File: config.mk
export PLATFORM = sky130hd
export DESIGN_NAME = frontSlice
export DESIGN_NICKNAME = d
export VERILOG_FILES = /design/src/hdl/frontSlicePkg.sv /design/src/hdl/instrDecoder.sv /design/src/hdl/decodeRenameRegs.sv /design/src/hdl/tagCounter.sv /design/src/hdl/renameMap.sv /design/src/hdl/pipeCtrl.sv /design/src/hdl/frontSlice.sv
export VERILOG_INCLUDE_DIRS = /design/src /design/src/hdl
export SDC_FILE = /design/constraint.sdc
export NUM_CORES = 1
export LEC_CHECK = 0
export BUFFER_PORTS_ARGS = -buffer_cell sky130_fd_sc_hd__buf_2
export CAP_MARGIN = 20
export CORE_UTILIZATION = 50
export CTS_BUF_LIST = sky130_fd_sc_hd__clkbuf_4 sky130_fd_sc_hd__clkbuf_8
export DETAILED_ROUTE_END_ITERATION = 10
export HOLD_SLACK_MARGIN = 0.15
export PLACE_DENSITY = 0.67
export SYNTH_ARGS = -nofsm -noshare
export SYNTH_HDL_FRONTEND = slang
export SYNTH_SLANG_ARGS = --single-unit
File: constraint.sdc
create_clock -name clk -period 3.05 [get_ports clk]
set_input_delay 0 -clock clk [delete_from_list [all_inputs] [get_ports clk]]
set_output_delay 0 -clock clk [all_outputs]
set_load 0.005 [all_outputs]
File: src/hdl/frontSlice_params.svh
`ifndef FRONTSLICE_PARAMS_SVH
`define FRONTSLICE_PARAMS_SVH

// 32 gprs plus hi and lo.
`define FS_ARCH_REGS 34
`define FS_AREG_W 6

`define FS_PHYS_REGS 64
`define FS_PTAG_W 6

// tags below this one form the reset identity map.
`define FS_FIRST_FREE 34

`endif

File: src/hdl/frontSlicePkg.sv
package frontSlicePkg;

`include "frontSlice_params.svh"

    typedef struct packed {
        logic [5:0]  opcode;
        logic [4:0]  rs;
        logic [4:0]  rt;
        logic [4:0]  rd;
        logic [4:0]  shamt;
        logic [5:0]  funct;
    } rFmtFields;

    typedef struct packed {
        logic [5:0]  opcode;
        logic [4:0]  rs;
        logic [4:0]  rt;
        logic [15:0] imm;
    } iFmtFields;

    typedef union packed {
        rFmtFields rFmt;
        iFmtFields iFmt;
    } instrWord;

    typedef struct packed {
        instrWord instr0;
        instrWord instr1;
        logic     valid0;
        logic     valid1;
    } instrPair;

    typedef enum logic [2:0] {
        uOpAlu,
        uOpAluImm,
        uOpLoad,
        uOpStore,
        uOpBranch,
        uOpMulHi,
        uOpMulLo,
        uOpBubble
    } uOpKind;

    typedef struct packed {
        uOpKind                 kind;
        logic [`FS_AREG_W-1:0]  src0;
        logic [`FS_AREG_W-1:0]  src1;
        logic [`FS_AREG_W-1:0]  dst;
        logic                   dstWe;
        logic                   isBranch;
        logic                   causeExc; // sticky, rides along to retire.
        logic                   valid;
    } uOp;

    typedef struct packed {
        uOp slot0;
        uOp slot1;
    } uOpPair;

    typedef struct packed {
        uOpKind                 kind;
        logic [`FS_PTAG_W-1:0]  psrc0;
        logic [`FS_PTAG_W-1:0]  psrc1;
        logic [`FS_PTAG_W-1:0]  pdst;
        logic                   dstWe;
        logic                   causeExc;
        logic                   valid;
    } renamedOp;

    typedef struct packed {
        renamedOp slot0;
        renamedOp slot1;
    } renamedPair;

    typedef struct packed {
        logic flush;
        logic pause;
        logic stall;
    } stageCtrl;

endpackage

File: src/hdl/instrDecoder.sv
`timescale 1ns/1ns
`include "frontSlice_params.svh"

module instrDecoder (
    input  logic                    clk,
    input  logic                    rstN,
    input  frontSlicePkg::stageCtrl ctrl,
    input  frontSlicePkg::instrWord instr,
    input  logic                    instrValid,
    output frontSlicePkg::uOpPair   decoded
);

    localparam int unsigned AregW = `FS_AREG_W;
    localparam logic [AregW-1:0] HiReg = AregW'(`FS_ARCH_REGS - 2);
    localparam logic [AregW-1:0] LoReg = AregW'(`FS_ARCH_REGS - 1);

    localparam logic [5:0] OpSpecial = 6'h00;
    localparam logic [5:0] FnMult    = 6'h18;
    localparam logic [5:0] FnMultu   = 6'h19;

    frontSlicePkg::uOpPair nextPair;
    logic [AregW-1:0]      rsIdx;
    logic [AregW-1:0]      rtIdx;
    logic [AregW-1:0]      rdIdx;

    assign rsIdx = AregW'(instr.rFmt.rs);
    assign rtIdx = AregW'(instr.iFmt.rt); // i-format target.
    assign rdIdx = AregW'(instr.rFmt.rd);

    always_comb begin
        nextPair = '0;
        nextPair.slot0.valid = instrValid;
        nextPair.slot0.src0 = rsIdx;
        case (instr.rFmt.opcode)
            OpSpecial: begin
                nextPair.slot0.src1 = rtIdx;
                if (instr.rFmt.funct == FnMult || instr.rFmt.funct == FnMultu) begin
                    nextPair.slot0.kind = frontSlicePkg::uOpMulHi;
                    nextPair.slot0.dst = HiReg;
                    nextPair.slot0.dstWe = 1'b1;
                    nextPair.slot1 = nextPair.slot0; // same sources, lo half.
                    nextPair.slot1.kind = frontSlicePkg::uOpMulLo;
                    nextPair.slot1.dst = LoReg;
                end else begin
                    nextPair.slot0.kind = frontSlicePkg::uOpAlu;
                    nextPair.slot0.dst = rdIdx;
                    nextPair.slot0.dstWe = (rdIdx != '0);
                end
            end
            6'h08, 6'h09, 6'h0a, 6'h0b, 6'h0c, 6'h0d, 6'h0e, 6'h0f: begin
                nextPair.slot0.kind = frontSlicePkg::uOpAluImm;
                nextPair.slot0.dst = rtIdx;
                nextPair.slot0.dstWe = (rtIdx != '0);
            end
            6'h20, 6'h21, 6'h23, 6'h24, 6'h25: begin
                nextPair.slot0.kind = frontSlicePkg::uOpLoad;
                nextPair.slot0.dst = rtIdx;
                nextPair.slot0.dstWe = (rtIdx != '0);
            end
            6'h28, 6'h29, 6'h2b: begin
                nextPair.slot0.kind = frontSlicePkg::uOpStore;
                nextPair.slot0.src1 = rtIdx; // store data.
            end
            6'h04, 6'h05: begin
                nextPair.slot0.kind = frontSlicePkg::uOpBranch;
                nextPair.slot0.src1 = rtIdx;
                nextPair.slot0.isBranch = 1'b1;
            end
            default: begin
                nextPair.slot0.kind = frontSlicePkg::uOpAlu;
                nextPair.slot0.causeExc = 1'b1; // reserved instruction.
            end
        endcase
    end

    always_ff @(posedge clk) begin
        if (!rstN || ctrl.flush) begin
            decoded <= '0;
        end else if (!(ctrl.pause || ctrl.stall)) begin
            decoded <= nextPair;
        end
    end

    slot1NeedsSlot0: assert property (@(posedge clk) disable iff (!rstN)
        decoded.slot1.valid |-> decoded.slot0.valid);

endmodule

File: src/hdl/decodeRenameRegs.sv
`timescale 1ns/1ns

module decodeRenameRegs (
    input  logic                    clk,
    input  logic                    rstN,
    input  frontSlicePkg::stageCtrl ctrl,
    input  frontSlicePkg::uOpPair   decode0,
    input  frontSlicePkg::uOpPair   decode1,
    output frontSlicePkg::uOpPair   renameIn,
    output logic                    pauseReq
);

    localparam frontSlicePkg::uOp Bubble = '{
        kind:     frontSlicePkg::uOpBubble,
        src0:     '0,
        src1:     '0,
        dst:      '0,
        dstWe:    1'b0,
        isBranch: 1'b0,
        causeExc: 1'b0,
        valid:    1'b1
    };

    frontSlicePkg::uOp uOp0;
    frontSlicePkg::uOp uOp1;
    frontSlicePkg::uOp uOp2;
    frontSlicePkg::uOp uOp3;
    logic              full;
    logic              lastIsFull;

    // four ops held, only two fit this cycle.
    assign full = (uOp1.valid || uOp3.valid) && !lastIsFull;
    assign pauseReq = full;

    always_ff @(posedge clk) begin
        if (!rstN || ctrl.flush) begin
            uOp0 <= '0;
            uOp1 <= '0;
            uOp2 <= '0;
            uOp3 <= '0;
            lastIsFull <= 1'b0;
        end else if (ctrl.stall) begin
            lastIsFull <= lastIsFull; // frozen with the rest.
        end else if (ctrl.pause || full) begin
            lastIsFull <= 1'b1; // b half goes out next.
        end else begin
            uOp0 <= decode0.slot0;
            uOp1 <= decode0.slot1;
            uOp2 <= decode1.slot0;
            uOp3 <= decode1.slot1;
            lastIsFull <= 1'b0;
        end
    end

    always_comb begin
        if (lastIsFull) begin
            renameIn.slot0 = uOp2;
            renameIn.slot1 = uOp3;
        end else if (full) begin
            renameIn.slot0 = uOp0;
            renameIn.slot1 = uOp1.valid ? uOp1 : Bubble;
        end else begin
            renameIn.slot0 = uOp0;
            renameIn.slot1 = uOp2;
        end
    end

    noBackToBackPause: assert property (@(posedge clk) disable iff (!rstN)
        pauseReq && !ctrl.stall && !ctrl.flush |=> !pauseReq);

endmodule

File: src/hdl/tagCounter.sv
`timescale 1ns/1ns
`include "frontSlice_params.svh"

module tagCounter (
    input  logic                    clk,
    input  logic                    rstN,
    input  frontSlicePkg::stageCtrl ctrl,
    input  logic [1:0]              allocCount,
    output logic [`FS_PTAG_W-1:0]   nextTag0,
    output logic [`FS_PTAG_W-1:0]   nextTag1
);

    localparam int unsigned TagW = `FS_PTAG_W;
    localparam logic [TagW-1:0] FirstTag = TagW'(`FS_FIRST_FREE);
    localparam logic [TagW-1:0] LastTag = TagW'(`FS_PHYS_REGS - 1);

    logic [TagW-1:0] allocPtr;
    logic [TagW-1:0] afterTag1;

    assign nextTag0 = allocPtr;
    assign nextTag1 = (allocPtr == LastTag) ? FirstTag : allocPtr + 1'b1;
    assign afterTag1 = (nextTag1 == LastTag) ? FirstTag : nextTag1 + 1'b1;

    always_ff @(posedge clk) begin
        if (!rstN) begin
            allocPtr <= FirstTag;
        end else if (!ctrl.stall) begin
            case (allocCount)
                2'd1:    allocPtr <= nextTag1;
                2'd2:    allocPtr <= afterTag1;
                default: allocPtr <= allocPtr;
            endcase
        end
    end

    allocCountRange: assert property (@(posedge clk) disable iff (!rstN)
        allocCount <= 2'd2);

endmodule

File: src/hdl/renameMap.sv
`timescale 1ns/1ns
`include "frontSlice_params.svh"

module renameMap (
    input  logic                      clk,
    input  logic                      rstN,
    input  frontSlicePkg::stageCtrl   ctrl,
    input  frontSlicePkg::uOpPair     renameIn,
    input  logic [`FS_PTAG_W-1:0]     nextTag0,
    input  logic [`FS_PTAG_W-1:0]     nextTag1,
    output logic [1:0]                allocCount,
    output frontSlicePkg::renamedPair renamed
);

    localparam int unsigned TagW = `FS_PTAG_W;

    logic [TagW-1:0]         mapTable [`FS_ARCH_REGS];
    frontSlicePkg::renamedOp op0;
    frontSlicePkg::renamedOp op1;
    logic                    we0;
    logic                    we1;
    logic                    update;

    assign update = !ctrl.stall && !ctrl.flush;
    assign we0 = renameIn.slot0.valid && renameIn.slot0.dstWe;
    assign we1 = renameIn.slot1.valid && renameIn.slot1.dstWe; // bubbles never write.
    assign allocCount = update ? (2'(we0) + 2'(we1)) : 2'd0;

    always_comb begin
        op0.kind = renameIn.slot0.kind;
        op0.psrc0 = mapTable[renameIn.slot0.src0];
        op0.psrc1 = mapTable[renameIn.slot0.src1];
        op0.pdst = we0 ? nextTag0 : '0;
        op0.dstWe = we0;
        op0.causeExc = renameIn.slot0.causeExc;
        op0.valid = renameIn.slot0.valid;

        op1.kind = renameIn.slot1.kind;
        op1.psrc0 = mapTable[renameIn.slot1.src0];
        op1.psrc1 = mapTable[renameIn.slot1.src1];
        if (we0 && renameIn.slot0.dst == renameIn.slot1.src0) begin
            op1.psrc0 = op0.pdst; // raw inside the pair.
        end
        if (we0 && renameIn.slot0.dst == renameIn.slot1.src1) begin
            op1.psrc1 = op0.pdst;
        end
        op1.pdst = we1 ? (we0 ? nextTag1 : nextTag0) : '0;
        op1.dstWe = we1;
        op1.causeExc = renameIn.slot1.causeExc;
        op1.valid = renameIn.slot1.valid;
    end

    always_ff @(posedge clk) begin
        if (!rstN) begin
            for (int i = 0; i < `FS_ARCH_REGS; i++) begin
                mapTable[i] <= TagW'(i); // identity map.
            end
        end else if (update) begin
            if (we0) begin
                mapTable[renameIn.slot0.dst] <= op0.pdst;
            end
            if (we1) begin
                mapTable[renameIn.slot1.dst] <= op1.pdst; // younger wins.
            end
        end
    end

    always_ff @(posedge clk) begin
        if (!rstN || ctrl.flush) begin
            renamed <= '0;
        end else if (!ctrl.stall) begin
            renamed.slot0 <= op0;
            renamed.slot1 <= op1;
        end
    end

endmodule

File: src/hdl/pipeCtrl.sv
`timescale 1ns/1ns

module pipeCtrl (
    input  logic                    clk,
    input  logic                    rstN,
    input  logic                    flushIn,
    input  logic                    stallIn,
    input  logic                    pauseReq,
    output frontSlicePkg::stageCtrl decodeCtrl,
    output frontSlicePkg::stageCtrl renameCtrl,
    output logic                    inReady
);

    typedef enum logic [1:0] {
        stRun,
        stMergeHold,
        stStalled
    } ctrlState;

    ctrlState state;
    ctrlState nextState;
    logic     stall;

    assign stall = stallIn && !flushIn; // flush wins.

    always_comb begin
        nextState = state;
        case (state)
            stRun: begin
                if (stallIn) begin
                    nextState = stStalled;
                end else if (pauseReq) begin
                    nextState = stMergeHold;
                end
            end
            stMergeHold: begin
                nextState = stallIn ? stStalled : stRun; // second half leaves now.
            end
            default: begin
                if (!stallIn) begin
                    nextState = pauseReq ? stMergeHold : stRun;
                end
            end
        endcase
        if (flushIn) begin
            nextState = stRun;
        end
    end

    always_ff @(posedge clk) begin
        if (!rstN) begin
            state <= stStalled; // opens one cycle after reset.
        end else begin
            state <= nextState;
        end
    end

    assign inReady = (state != stStalled) && (nextState == stRun) && !flushIn;

    assign decodeCtrl.flush = flushIn;
    assign decodeCtrl.pause = pauseReq && !flushIn;
    assign decodeCtrl.stall = stall;

    assign renameCtrl.flush = flushIn;
    assign renameCtrl.pause = 1'b0;
    assign renameCtrl.stall = stall;

endmodule

File: src/hdl/frontSlice.sv
`timescale 1ns/1ns
`include "frontSlice_params.svh"

module frontSlice (
    input  logic                      clk,
    input  logic                      rstN,
    input  frontSlicePkg::instrPair   inPair,
    input  logic                      flushIn,
    input  logic                      stallIn,
    output logic                      inReady,
    output frontSlicePkg::renamedPair outPair
);

    frontSlicePkg::stageCtrl decodeCtrl;
    frontSlicePkg::stageCtrl renameCtrl;
    frontSlicePkg::uOpPair   decoded0;
    frontSlicePkg::uOpPair   decoded1;
    frontSlicePkg::uOpPair   renameIn;
    logic                    pauseReq;
    logic                    accept0;
    logic                    accept1;
    logic [`FS_PTAG_W-1:0]   nextTag0;
    logic [`FS_PTAG_W-1:0]   nextTag1;
    logic [1:0]              allocCount;

    // nothing enters while upstream is not ready.
    assign accept0 = inPair.valid0 && inReady;
    assign accept1 = inPair.valid1 && inReady;

    instrDecoder decoder0_i (
        .clk        (clk),
        .rstN       (rstN),
        .ctrl       (decodeCtrl),
        .instr      (inPair.instr0),
        .instrValid (accept0),
        .decoded    (decoded0)
    );

    instrDecoder decoder1_i (
        .clk        (clk),
        .rstN       (rstN),
        .ctrl       (decodeCtrl),
        .instr      (inPair.instr1),
        .instrValid (accept1),
        .decoded    (decoded1)
    );

    decodeRenameRegs mergeRegs_i (
        .clk      (clk),
        .rstN     (rstN),
        .ctrl     (decodeCtrl),
        .decode0  (decoded0),
        .decode1  (decoded1),
        .renameIn (renameIn),
        .pauseReq (pauseReq)
    );

    tagCounter tagCounter_i (
        .clk        (clk),
        .rstN       (rstN),
        .ctrl       (renameCtrl),
        .allocCount (allocCount),
        .nextTag0   (nextTag0),
        .nextTag1   (nextTag1)
    );

    renameMap renameMap_i (
        .clk        (clk),
        .rstN       (rstN),
        .ctrl       (renameCtrl),
        .renameIn   (renameIn),
        .nextTag0   (nextTag0),
        .nextTag1   (nextTag1),
        .allocCount (allocCount),
        .renamed    (outPair)
    );

    pipeCtrl pipeCtrl_i (
        .clk        (clk),
        .rstN       (rstN),
        .flushIn    (flushIn),
        .stallIn    (stallIn),
        .pauseReq   (pauseReq),
        .decodeCtrl (decodeCtrl),
        .renameCtrl (renameCtrl),
        .inReady    (inReady)
    );

endmodule

==> out/qor.yml <==
yosys:
  synth_area_leader_cell: "edfxtp_1"
  async_flop_share: 0
  synthTopCellsByArea: "edfxtp_1 (25%), dfxtp_1 (16%), mux4_2 (12%), nand2_1 (9.0%), a21oi_1 (6.7%)"
  syn_area_sq_um: 23510
  syn_area_per_cell_sq_um: 8.884
  synth_edf_count: 192
  synth_top_area_share: 0.2453
  ys_warn_count: 0
  yosysUniqueCellTypes: 80
  synthCells: 2646
  synth_ff_type: "edfxtp_1"
  syn_nets: 2720
  synth_seq_cells: 381
  ys_seq_area_frac: 0.4062
placement:
  pre_cts_ws_ns: -0.05126
  place_congestion: 1.042
  post-place-cells: 3307
  placed_cell_area_sq_um: 25570
  port_buffers: 106
  hpwlAfterDp_mm: 73.71
outcome:
  violations: "setup timing"
  status: "finished, violations left"
layout:
  final.fill_count: 3947
  nets: 2944
  n_antenna_cell: 0
  drive_above_1_share: 0.2035
  utilization: 0.6043
  postLayoutCellArea_sq_um: 28070
  areaGrowthSynthToFinish_pct: 19.43
  final_common_cell: "nand2_1"
  fin_cells: 3526
  layout_common_cells: "nand2_1 (560), a21oi_1 (315), nand3_1 (202), edfxtp_1 (192), dfxtp_1 (188)"
setup_path:
  cp_max_fo: 27
  crit_required_ns: 3.65
  critPathCaptureType: "register"
  worstRegToRegCells: 8
  critPathKind: "register to register"
  arrival_ns: 3.66
  start_kind: "register"
clocking:
  clk_path_buf_depth: 3
  cts_num_sinks: 381
  clock_tree.root_cell: "clkbuf_8"
  clkTransAtPathRegs_ns: 0.06
  htree_levels: 3
  clk_latency_ns: 0.67
  post_cts_buffers: 0
  cts_buffers: 68
  cts_tree: "yes"
pwr:
  vdd_drop_max_v: 0.0004064
  powerDensity_nw_per_um2: 422.1
  p_total_mw: 11.85
  power.leakage_nw: 10.05
route:
  drtIter0Drc: 3374
  via_per_inst: 6.894
  finalWirelength_mm: 104.5
  ant_nets: 0
  wl_per_cell_um: 29.63
  vias: 24310
  drt_pass1_iterations: 9
  wl_met3_mm: 14.28
  wl_met2_mm: 45.65
  wl_met1_mm: 38.62
  drc: 0
  routed.top_layer: "met4"
global_route:
  grt_use_total: 0.4366
  grt_pass1_vias: 22482
  antenna_found_initial: 0
  grt-ovfl-total: 0
  grt_pass1_wl_mm: 151.2
  grt_start_max_net_pins: 79
die:
  io_pins: 119
  core.rowCount: 79
  initial_core_util: 0.5060
  die_w_um: 218.8
  die_h_um: 218.8
  dieArea_sq_um: 47880
  core_area_sq_um: 46460
sta:
  rsz0062_at_grt: "true"
  fin_crit_sh: 1.004
  whs_ns: 0.2055
  setup-tns-final_ns: -0.01196
  hold_violations: 0
  fin_crit_ns: 3.062
  slew_headroom: 0.4303
  fin_skew_ns: 0.03888
  fin_ws_ns: -0.01196
  setup_violations: 1
  slew_violations: 0
  worst_slew_pin_slew_ns: 0.8545
  max_freq_mhz: 326.6
min_path:
  holdCritPathClass: "input pin to register"
  holdPathStages: 4
job:
  drv_cap: 0
## state kept, by name, indices dropped and copies added, names as in the netlist
signal                  cells
renameMap_i.mapTable      192
renameMap_i.renamed        48
decoder0_i.decoded         33
decoder1_i.decoded         33
mergeRegs_i.uOp0           21
mergeRegs_i.uOp2           21
mergeRegs_i.uOp1           12
mergeRegs_i.uOp3           12
tagCounter_i.nextTag0       6
pipeCtrl_i.state            2
mergeRegs_i.lastIsFull      1
## routing by layer
layer  vias to the layer above  global-route usage
li1                      10289                   -
met1                     11756              0.5750
met2                      1883              0.6585
met3                       382              0.1216
met4                         0              0.2183
met5                         -                   0
## logic make-up (layout without fill, tap and decap cells)
group,Yosys count,in the layout,share of synthesized area
muxes,167,167,0.1394
DFF,381,381,0.4062
buffers and inverters,248,521,0.04700
xor gates and xnor gates,17,17,0.006334
adders and majority gates,4,4,0.002129
AOI/OAI and AO/OA,726,726,0.1873
and+or+nand+nor,1103,1103,0.2116
## power by group
group	switching (mW)	internal (mW)	total (mW)
Clock	2.31	2.86	5.17
Sequential	0.156	5.48	5.63
Combinational	0.609	0.437	1.05
Total	3.07	8.78	11.8
## worst max-delay path, cell delays in order (launching register included)
cell and delay, ns:
dfxtp_4 0.47, buf_12 0.23, inv_1 0.24, o22ai_1 0.55
nand3_1 0.51, a221oi_1 0.56, buf_4 0.21, a2111oi_0 0.06
a21oi_1 0.18
## synth_stat cells (all sizes together), types with 19 or more instances
master,instances
dfxtp,189
a22o,28
nand2b,20
o22ai,64
clkbuf,132
o21ai,127
nor2,138
nand3b,27
nor3,59
edfxtp,192
nand2,561
mux2i,33
mux4,127
a21oi,317
buf,104
a32o,25
a21o,19
nand3,205
nor2b,24
a31oi,62
## timing repair
action / in CTS / in global routing
resized for setup: 2 / 11
setup endpoints to repair: 3 / 45
gates cloned: 0 / 0
pin swaps: 0 / 1
hold buffers: 101 / 0
endpoints found under the hold margin: 116 / 0
## worst paths after layout
path / to / slack [ns] / from
worst min-delay path: decoder1_i.decoded[19] / 0.21 / inPair[26]
worst max-delay path: renameMap_i.renamed[17] / -0.01 / mergeRegs_i.lastIsFull
worst max register to register: renameMap_i.renamed[17] / -0.01 / mergeRegs_i.lastIsFull
worst min register to register: mergeRegs_i.uOp2[13] / 0.43 / decoder1_i.decoded[38]
## area by class of cell
class / count / area, sq um / share of cell area
clock buffers: 98 / 1230 / 0.04381
clock inverters: 21 / 206.4 / 0.007354
inverters: 12 / 45.04 / 0.001604
multi-input cells: 2017 / 13050 / 0.4649
flip-flops and latches: 381 / 9553 / 0.3403
well taps: 607 / 759.5 / 0.02705
repair buffers: 390 / 3229 / 0.1150
Power figures use the tool's default switching activity.
